**src/logic/emesh_consts.svh**
```systemverilog
`ifndef EMESH_CONSTS_SVH
`define EMESH_CONSTS_SVH

// mesh packet width in bits
// write, datamode, ctrlmode, dstaddr, data, srcaddr
`define EMESH_PW 104

// chip id of this node, compared against dstaddr[31:20]
`define EMESH_ID 12'h999

// address groups, taken from dstaddr[19:16]

// memory mapped registers
`define EGROUP_MMR 4'hF

// translation table
`define EGROUP_MMU 4'hE

// read response traffic
`define EGROUP_RR 4'hB

// bank sizes, in entries
`define CFG_DEPTH 8

`define DMA_DEPTH 8

`define MMU_DEPTH 16

`endif

```
**src/logic/emesh_pkg.sv**
```systemverilog
package emesh_pkg;

   // mesh address, chip id sits in the top 12 bits
   typedef logic [31:0] addr_t;

   // one data word of a packet
   typedef logic [31:0] word_t;

   // transfer size code
   typedef logic [1:0] datamode_t;

   // routing and special mode bits
   typedef logic [4:0] ctrlmode_t;

   // register bus address, low bits of dstaddr
   typedef logic [14:0] mi_addr_t;

   // register bus data
   // srcaddr in the upper word, data in the lower word
   typedef logic [63:0] mi_data_t;

   // one translation table entry
   typedef logic [63:0] mmu_entry_t;

endpackage

```
**src/logic/mi_regbank.sv**
```systemverilog
module mi_regbank
   import emesh_pkg::*;
#(
   parameter int  DEPTH   = 8,
   parameter int  LSB     = 2,
   parameter type entry_t = word_t
)
(
   input  logic     clk,
   input  logic     nreset,
   input  logic     en,
   input  logic     we,
   input  mi_addr_t mi_addr,
   input  mi_data_t mi_din,
   output mi_data_t mi_dout
);

   // index bits needed to cover DEPTH entries
   localparam int IDX_W = (DEPTH > 1) ? $clog2(DEPTH) : 1;

   entry_t             mem [DEPTH];
   logic [IDX_W-1:0]   idx;
   logic               wr_en;
   logic               rd_en;

   assign idx   = mi_addr[LSB +: IDX_W];
   assign wr_en = en & we;
   assign rd_en = en & ~we;

   // entries start cleared so early reads return zero
   always_ff @(posedge clk or negedge nreset)
   begin
      if (!nreset)
      begin
         for (int i = 0; i < DEPTH; i++)
         begin
            mem[i] <= '0;
         end
      end
      else if (wr_en)
      begin
         // keep only as many low bits as the entry holds
         mem[idx] <= entry_t'(mi_din);
      end
   end

   // readback holds until the next read of this bank
   always_ff @(posedge clk or negedge nreset)
   begin
      if (!nreset)
      begin
         mi_dout <= '0;
      end
      else if (rd_en)
      begin
         // narrow entries come back zero extended
         mi_dout <= mi_data_t'(mem[idx]);
      end
   end

   // decoded address must land inside the bank
   a_idx_range: assert property (
      @(posedge clk) disable iff (!nreset)
      en |-> (int'(idx) < DEPTH)
   );

endmodule

```
**src/logic/ecfg_if.sv**
```systemverilog
`include "emesh_consts.svh"

module ecfg_if
   import emesh_pkg::*;
#(
   parameter int RX = 0
)
(
   input  logic                 clk,
   input  logic                 nreset,
   input  logic                 access_in,
   input  logic [`EMESH_PW-1:0] packet_in,
   input  logic                 wait_in,
   input  mi_data_t             mi_dout_cfg,
   input  mi_data_t             mi_dout_dma,
   input  mi_data_t             mi_dout_mmu,
   output logic                 mi_cfg_en,
   output logic                 mi_dma_en,
   output logic                 mi_mmu_en,
   output logic                 mi_we,
   output mi_addr_t             mi_addr,
   output mi_data_t             mi_din,
   output logic                 access_out,
   output logic [`EMESH_PW-1:0] packet_out
);

   // selects which half of the shared map this instance answers
   localparam logic RX_SEL = RX[0];

   logic                 write;
   datamode_t            datamode;
   ctrlmode_t            ctrlmode;
   addr_t                dstaddr;
   word_t                data;
   addr_t                srcaddr;
   logic [3:0]           group;

   logic                 id_match;
   logic                 cfg_sel;
   logic                 dma_sel;
   logic                 mmu_sel;
   logic                 bank_sel;
   logic                 fwd_sel;
   logic                 rd_req;

   logic [2:0]           rd_bank;
   logic                 write_q;
   datamode_t            datamode_q;
   ctrlmode_t            ctrlmode_q;
   addr_t                dstaddr_q;
   addr_t                srcaddr_q;
   word_t                data_q;

   mi_data_t             readback;
   logic                 rd_valid;
   addr_t                srcaddr_out;
   word_t                data_out;

   // packet fields, bit 0 upward
   assign write    = packet_in[0];
   assign datamode = packet_in[2:1];
   assign ctrlmode = packet_in[7:3];
   assign dstaddr  = packet_in[39:8];
   assign data     = packet_in[71:40];
   assign srcaddr  = packet_in[`EMESH_PW-1:72];

   assign group = dstaddr[19:16];

   // chip id match qualifies every decode
   assign id_match = access_in & (dstaddr[31:20] == `EMESH_ID);

   // config registers, 0x2xx for tx and 0x3xx for rx
   assign cfg_sel = id_match &
                    (group == `EGROUP_MMR) &
                    (dstaddr[10:8] == {2'b01, RX_SEL});

   // dma descriptors live at 0x5xx, bit 5 picks the half
   assign dma_sel = id_match &
                    (group == `EGROUP_MMR) &
                    (dstaddr[10:8] == 3'h5) &
                    (dstaddr[5] == RX_SEL);

   assign mmu_sel = id_match &
                    (group == `EGROUP_MMU) &
                    (dstaddr[15] == RX_SEL);

   assign bank_sel = cfg_sel | dma_sel | mmu_sel;
   assign rd_req   = bank_sel & ~write;

   // register traffic for the partner block passes through
   assign fwd_sel = id_match &
                    ~bank_sel &
                    ((group == `EGROUP_RR) |
                     (group == `EGROUP_MMR) |
                     (group == `EGROUP_MMU));

   // no bank activity while downstream is stalled
   assign mi_cfg_en = cfg_sel & ~wait_in;
   assign mi_dma_en = dma_sel & ~wait_in;
   assign mi_mmu_en = mmu_sel & ~wait_in;

   assign mi_we   = write & (mi_cfg_en | mi_dma_en | mi_mmu_en);
   assign mi_addr = dstaddr[14:0];
   assign mi_din  = {srcaddr, data};

   always_ff @(posedge clk or negedge nreset)
   begin
      if (!nreset)
      begin
         access_out <= 1'b0;
         rd_bank    <= 3'b000;
      end
      else if (!wait_in)
      begin
         access_out <= fwd_sel | rd_req;
         // remembers which bank owns next cycle's readback
         rd_bank    <= {mmu_sel, dma_sel, cfg_sel} & {3{~write}};
      end
   end

   // response fields, held during a stall
   always_ff @(posedge clk)
   begin
      if (!wait_in)
      begin
         write_q    <= fwd_sel ? write : 1'b1;
         datamode_q <= datamode;
         ctrlmode_q <= fwd_sel ? {1'b0, ctrlmode[3:0]} : ctrlmode;
         // a read answers back to the requester
         dstaddr_q  <= fwd_sel ? dstaddr : srcaddr;
         srcaddr_q  <= srcaddr;
         data_q     <= data;
      end
   end

   // one-hot select of the bank that was read
   assign readback = ({64{rd_bank[0]}} & mi_dout_cfg) |
                     ({64{rd_bank[1]}} & mi_dout_dma) |
                     ({64{rd_bank[2]}} & mi_dout_mmu);

   assign rd_valid = |rd_bank;

   assign srcaddr_out = rd_valid ? readback[63:32] : srcaddr_q;
   assign data_out    = rd_valid ? readback[31:0]  : data_q;

   assign packet_out = {srcaddr_out,
                        data_out,
                        dstaddr_q,
                        ctrlmode_q,
                        datamode_q,
                        write_q};

   // banks must never see overlapping enables
   a_onehot_en: assert property (
      @(posedge clk) disable iff (!nreset)
      $onehot0({mi_cfg_en, mi_dma_en, mi_mmu_en})
   );

   // a stall freezes the response, including the bank readback path
   a_stall_hold: assert property (
      @(posedge clk) disable iff (!nreset)
      $past(wait_in) |-> ($stable(access_out) && $stable(packet_out))
   );

endmodule

```
**src/logic/ecfg_top.sv**
```systemverilog
`include "emesh_consts.svh"

module ecfg_top
   import emesh_pkg::*;
#(
   parameter int RX = 0
)
(
   input  logic                 clk,
   input  logic                 nreset,
   input  logic                 access_in,
   input  logic [`EMESH_PW-1:0] packet_in,
   input  logic                 wait_in,
   output logic                 access_out,
   output logic [`EMESH_PW-1:0] packet_out
);

   logic     mi_cfg_en;
   logic     mi_dma_en;
   logic     mi_mmu_en;
   logic     mi_we;
   mi_addr_t mi_addr;
   mi_data_t mi_din;
   mi_data_t mi_dout_cfg;
   mi_data_t mi_dout_dma;
   mi_data_t mi_dout_mmu;

   ecfg_if #(
      .RX (RX)
   ) u_ecfg_if (
      .clk         (clk),
      .nreset      (nreset),
      .access_in   (access_in),
      .packet_in   (packet_in),
      .wait_in     (wait_in),
      .mi_dout_cfg (mi_dout_cfg),
      .mi_dout_dma (mi_dout_dma),
      .mi_dout_mmu (mi_dout_mmu),
      .mi_cfg_en   (mi_cfg_en),
      .mi_dma_en   (mi_dma_en),
      .mi_mmu_en   (mi_mmu_en),
      .mi_we       (mi_we),
      .mi_addr     (mi_addr),
      .mi_din      (mi_din),
      .access_out  (access_out),
      .packet_out  (packet_out)
   );

   // word wide config registers
   mi_regbank #(
      .DEPTH   (`CFG_DEPTH),
      .LSB     (2),
      .entry_t (word_t)
   ) cfg_bank (
      .clk     (clk),
      .nreset  (nreset),
      .en      (mi_cfg_en),
      .we      (mi_we),
      .mi_addr (mi_addr),
      .mi_din  (mi_din),
      .mi_dout (mi_dout_cfg)
   );

   // dma descriptor words
   mi_regbank #(
      .DEPTH   (`DMA_DEPTH),
      .LSB     (2),
      .entry_t (word_t)
   ) dma_bank (
      .clk     (clk),
      .nreset  (nreset),
      .en      (mi_dma_en),
      .we      (mi_we),
      .mi_addr (mi_addr),
      .mi_din  (mi_din),
      .mi_dout (mi_dout_dma)
   );

   // translation table, 8 byte stride
   mi_regbank #(
      .DEPTH   (`MMU_DEPTH),
      .LSB     (3),
      .entry_t (mmu_entry_t)
   ) mmu_bank (
      .clk     (clk),
      .nreset  (nreset),
      .en      (mi_mmu_en),
      .we      (mi_we),
      .mi_addr (mi_addr),
      .mi_din  (mi_din),
      .mi_dout (mi_dout_mmu)
   );

endmodule

```
**config.mk**
```make
export PLATFORM = sky130hd
export DESIGN_NAME = ecfg_top
export DESIGN_NICKNAME = d
export VERILOG_FILES = /design/src/logic/emesh_pkg.sv /design/src/logic/mi_regbank.sv /design/src/logic/ecfg_if.sv /design/src/logic/ecfg_top.sv
export VERILOG_INCLUDE_DIRS = /design/src /design/src/logic
export SDC_FILE = /design/constraint.sdc
export NUM_CORES = 2
export LEC_CHECK = 0
export ABC_CLOCK_PERIOD_IN_PS = 2700
export BUFFER_PORTS_ARGS = -buffer_cell sky130_fd_sc_hd__buf_2
export CAP_MARGIN = 20
export CORE_ASPECT_RATIO = 0.7
export CORE_MARGIN = 5
export CORE_UTILIZATION = 40
export DETAILED_ROUTE_END_ITERATION = 7
export SLEW_MARGIN = 10
export SYNTH_ARGS = -nofsm -noshare
export SYNTH_HDL_FRONTEND = slang
export SYNTH_SLANG_ARGS = --single-unit
```
**constraint.sdc**
```tcl
create_clock -name clk -period 2.7 [get_ports clk]
set_clock_uncertainty 0.15 [all_clocks]
set_input_delay 0.135 -clock clk [delete_from_list [all_inputs] [get_ports clk]]
set_output_delay 0.135 -clock clk [all_outputs]
set_load 0.02 [all_outputs]
```
==> results by group <==
Run status
  – Outcome: finished, violations left
  – Failing checks: negative setup slack

Cells and area
  – Fraction of layout cells with a size suffix above 1: 47.5%
  – Commonest non-fill, non-tap cell in the layout: dfrtp_1
  – Commonest non-fill, non-tap cells in the layout: 1665 x dfrtp_1, 1530 x mux2_2, 256 x mux4_2
  – Synthesis-to-finish area growth: 17.4%
  – Nets: 5653
  – Finished Cell Area: 92800 um^2
  – Fin cells: 8294

STA
  – Slew Viols, Final: 0
  – Relative slew slack: 41.9%
  – Period utilisation layout: 108%
  – Fmax: 342 MHz
  – Final WS setup: -0.221 ns
  – Minimum clock period: 2.92 ns
  – Fin. Hold Viols: 0
  – Setup-failing EPs final: 64
  – RSZ-0062 raised after global routing: true
  – Worst Tran Pin Value: 0.872 ns

Routing
  – Max layer used: met5
  – Avg WL per Cell: 27.0 um
  – Met2 wire len: 98.3 mm
  – DR vias: 47709
  – Met3 wire len: 12.7 mm
  – Pre-antenna DRT Iters: 5
  – DRC violations left: 0
  – Final ANT Viol Nets: 0
  – Wirelength, routed: 224 mm
  – Drt first-iter violations: 3749
  – Met1 Wirelength: 107 mm
  – Vias/cell: 5.75

Critical path
  – CP Capture Type: output pin
  – Crit path largest cell delay: 0.66 ns
  – Worst EP required: 2.41 ns
  – Critical path peak fanout: 17
  – Max stage delay cell, worst path: a222oi_1
  – CP dominant cell by count: buf_12
  – Endpoint of the worst setup timing path: packet_out[67]
  – Crit-path cells: buf_12, buf_12, a222oi_1, a21oi_1, buf_2
  – Setup CP Type: reg -> out
  – Worst R2R Setup Slack: 0.28 ns
  – Reg2reg start: dma_bank.mem[77]
  – Crit. Startpoint: u_ecfg_if.rd_bank[0]
  – Crit start category: flip-flop
  – RR Endpoint: dma_bank.mi_dout[13]
  – R2r worst-path depth: 6
  – Critical path arrival: 2.64 ns

Floorplanning
  – Die extent in x: 541 um
  – FP Rows: 136
  – Height of the die: 382 um
  – Top Ports: 213
  – Die area: 207000 um^2
  – Placeable core area: 196000 um^2
  – Initial core utilization: 40.2%

CTS
  – CTS Buf Count: 177
  – Clock Tree Buf Depth: 4
  – Clock transition at path regs: 0.07 ns
  – CTS H-tree depth: 4
  – CTS tree: done
  – Clock Sinks: 1772
  – Clk root buf: clkbuf_16
  – Clk Latency, worst-skew pair: 0.83 ns

Power and ir drop
  – Net Switching: 0.0126 W
  – Reg power frac: 49.3%
  – Clk pwr share: 45.5%
  – Pint: 0.0421 W
  – Pwr Density: 589 nW/um^2
  – Power, Total: 0.0546 W
  – Sw frac: 23.0%
  – Gate power share: 5.2%
  – VDD IR max: 0.417 mV
  – Leak: 43.6 nW

Synthesis
  – Netlist cell types: 54
  – Seq/Total Area, Yosys: 56.8%
  – Syn Area/Cell: 15.1 um^2
  – Post-synth EDFFs: 104
  – Post-Synthesis Net Count: 5328
  – YS warnings: 0
  – Synthesized area: 79000 um^2
  – Synth Flop Type: dfrtp_1
  – Post-synthesis instance total: 5220
  – Yosys reg bits: 1772
  – Asr flop ratio synth: 94.1%

Global routing
  – Gr usage total: 21.4%
  – Number of global-route vias before repair: 50183
  – Largest net degree at the start of global routing: 111
  – First-pass GRT wire length: 337 mm
  – Initial antenna violation count: 9
  – GRT Residual Overflow: 0

Flow run
  – Max-cap violations: 0

Placed design
  – Dpl hpwl: 137 mm
  – DP Area: 84500 um^2
  – RD Place Congestion: 0.782
  – IO buf count: 212
  – # placed instances: 7827

Hold path
  – Hold Path Class: in -> reg
  – Hold path cells: 6
power by group through the flow:
stage                     clock [W]  combinational, W  sequential, W
after floorplan                   0          0.000956         0.0275
after global placement            0           0.00255         0.0274
after detailed placement          0           0.00257         0.0274
after CTS                    0.0254           0.00280         0.0269
after global routing         0.0265           0.00305         0.0269
final                        0.0249           0.00282         0.0269
layer usage:
metal,GRT usage (%),vias up
met5,0,-
met4,5.52,2
met3,3.71,303
met2,31.6,1270
met1,32.6,25978
li1,-,20156
timing repair:
action,4_1_cts,5_1_grt
setup buffers,19,2
setup endpoints to repair,64,67
endpoints found under the hold margin,3351,0
resized for setup,135,91
cloned,6,3
pin swaps,30,38
hold buffers,131,0
per-stage QoR:
step | utilization (%) | worst slack, ns | TNS, ns | hold WS [ns]
after floorplan | - | 0.116 | 0 | -0.311
after global placement | 43.0 | 0.0962 | 0 | -0.0564
after detailed placement | 43.0 | 0.107 | 0 | -0.0510
after CTS | 47.0 | -0.243 | -7.17 | 0.0179
after global routing | 47.2 | -0.253 | -9.14 | 0.0714
final | 47.2 | -0.221 | -5.16 | 0.0412
flip-flops by register name, indices dropped and copies added, names as in the netlist:
signal and flops:
mmu_bank.mem 1024, cfg_bank.mem 256, u_ecfg_if.data_q 32, u_ecfg_if.srcaddr_q 32
u_ecfg_if.ctrlmode_q 5, dma_bank.mem 256, u_ecfg_if.write_q 1, u_ecfg_if.access_out 1
u_ecfg_if.dstaddr_q 32, u_ecfg_if.datamode_q 2, u_ecfg_if.rd_bank 3, dma_bank.mi_dout 32
cfg_bank.mi_dout 32, mmu_bank.mi_dout 64
worst min-delay path by stage:
stage / start / endpoint / slack (ns)
2_1_floorplan: nreset / cfg_bank.mem[0] / -0.31
3_3_place_gp: nreset / cfg_bank.mem[119] / -0.06
3_5_place_dp: nreset / cfg_bank.mem[55] / -0.05
4_1_cts: packet_in[34] / mmu_bank.mi_dout[50] / 0.02
5_1_grt: packet_in[34] / mmu_bank.mi_dout[0] / 0.07
6_report: packet_in[34] / mmu_bank.mi_dout[50] / 0.04
cell type report:
cell class,instances,area [um^2]
Fill cell,16939,104000
Sequential cell,1772,44900
Multi-Input combinational cell,2943,32000
Timing Repair Buffer,643,6830
Clock buffer,252,5150
Tap cell,2622,3280
Clock inverter,50,584
Inverter,8,41.3
Antenna cell,4,10.0
synthesized netlist by cell type, drive strengths merged, types with 4 or more instances:
master	instances	area share [%]
edfxtp	104	4.0
nor4	31	0.66
and3b	4	0.044
nor3	4	0.040
nand2b	6	0.047
o21ai	99	0.63
clkbuf	245	1.2
nand3	75	0.47
nor2	42	0.20
a221o	10	0.13
inv	8	0.038
mux2	1688	24
nor2b	10	0.079
mux4	256	7.3
or2	11	0.087
nor3b	4	0.038
a2111oi	7	0.078
a221oi	8	0.089
nand2	155	0.75
nand3b	4	0.038
a22o	37	0.41
dfrtp	1668	53
o211ai	70	0.66
mux2i	25	0.32
o2bb2ai	6	0.066
a21oi	33	0.21
nand4	46	0.38
a22oi	181	1.7
a222oi	40	0.51
buf	255	2.3
and2	65	0.51
cell families (layout without fill, tap and decap cells):
kind of cell	Yosys count	after routing	synth area share, %
flip-flops	1772	1772	56.8
multiplexers	1969	1969	31.7
AO/OA/AOI/OAI	500	500	4.58
AND/OR/NAND/NOR	471	474	3.50
other	0	4	0
buffers and inverters	508	953	3.50
worst max-delay path: cells and delay by family, from the launching register on:
| family | cells | cell delay (ns) |
|---|---|---|
| buffers and inverters | 3 | 0.52 |
| flip-flops | 1 | 0.48 |
| AO/OA/AOI/OAI | 2 | 0.79 |
(Power assumes the default switching activity.)
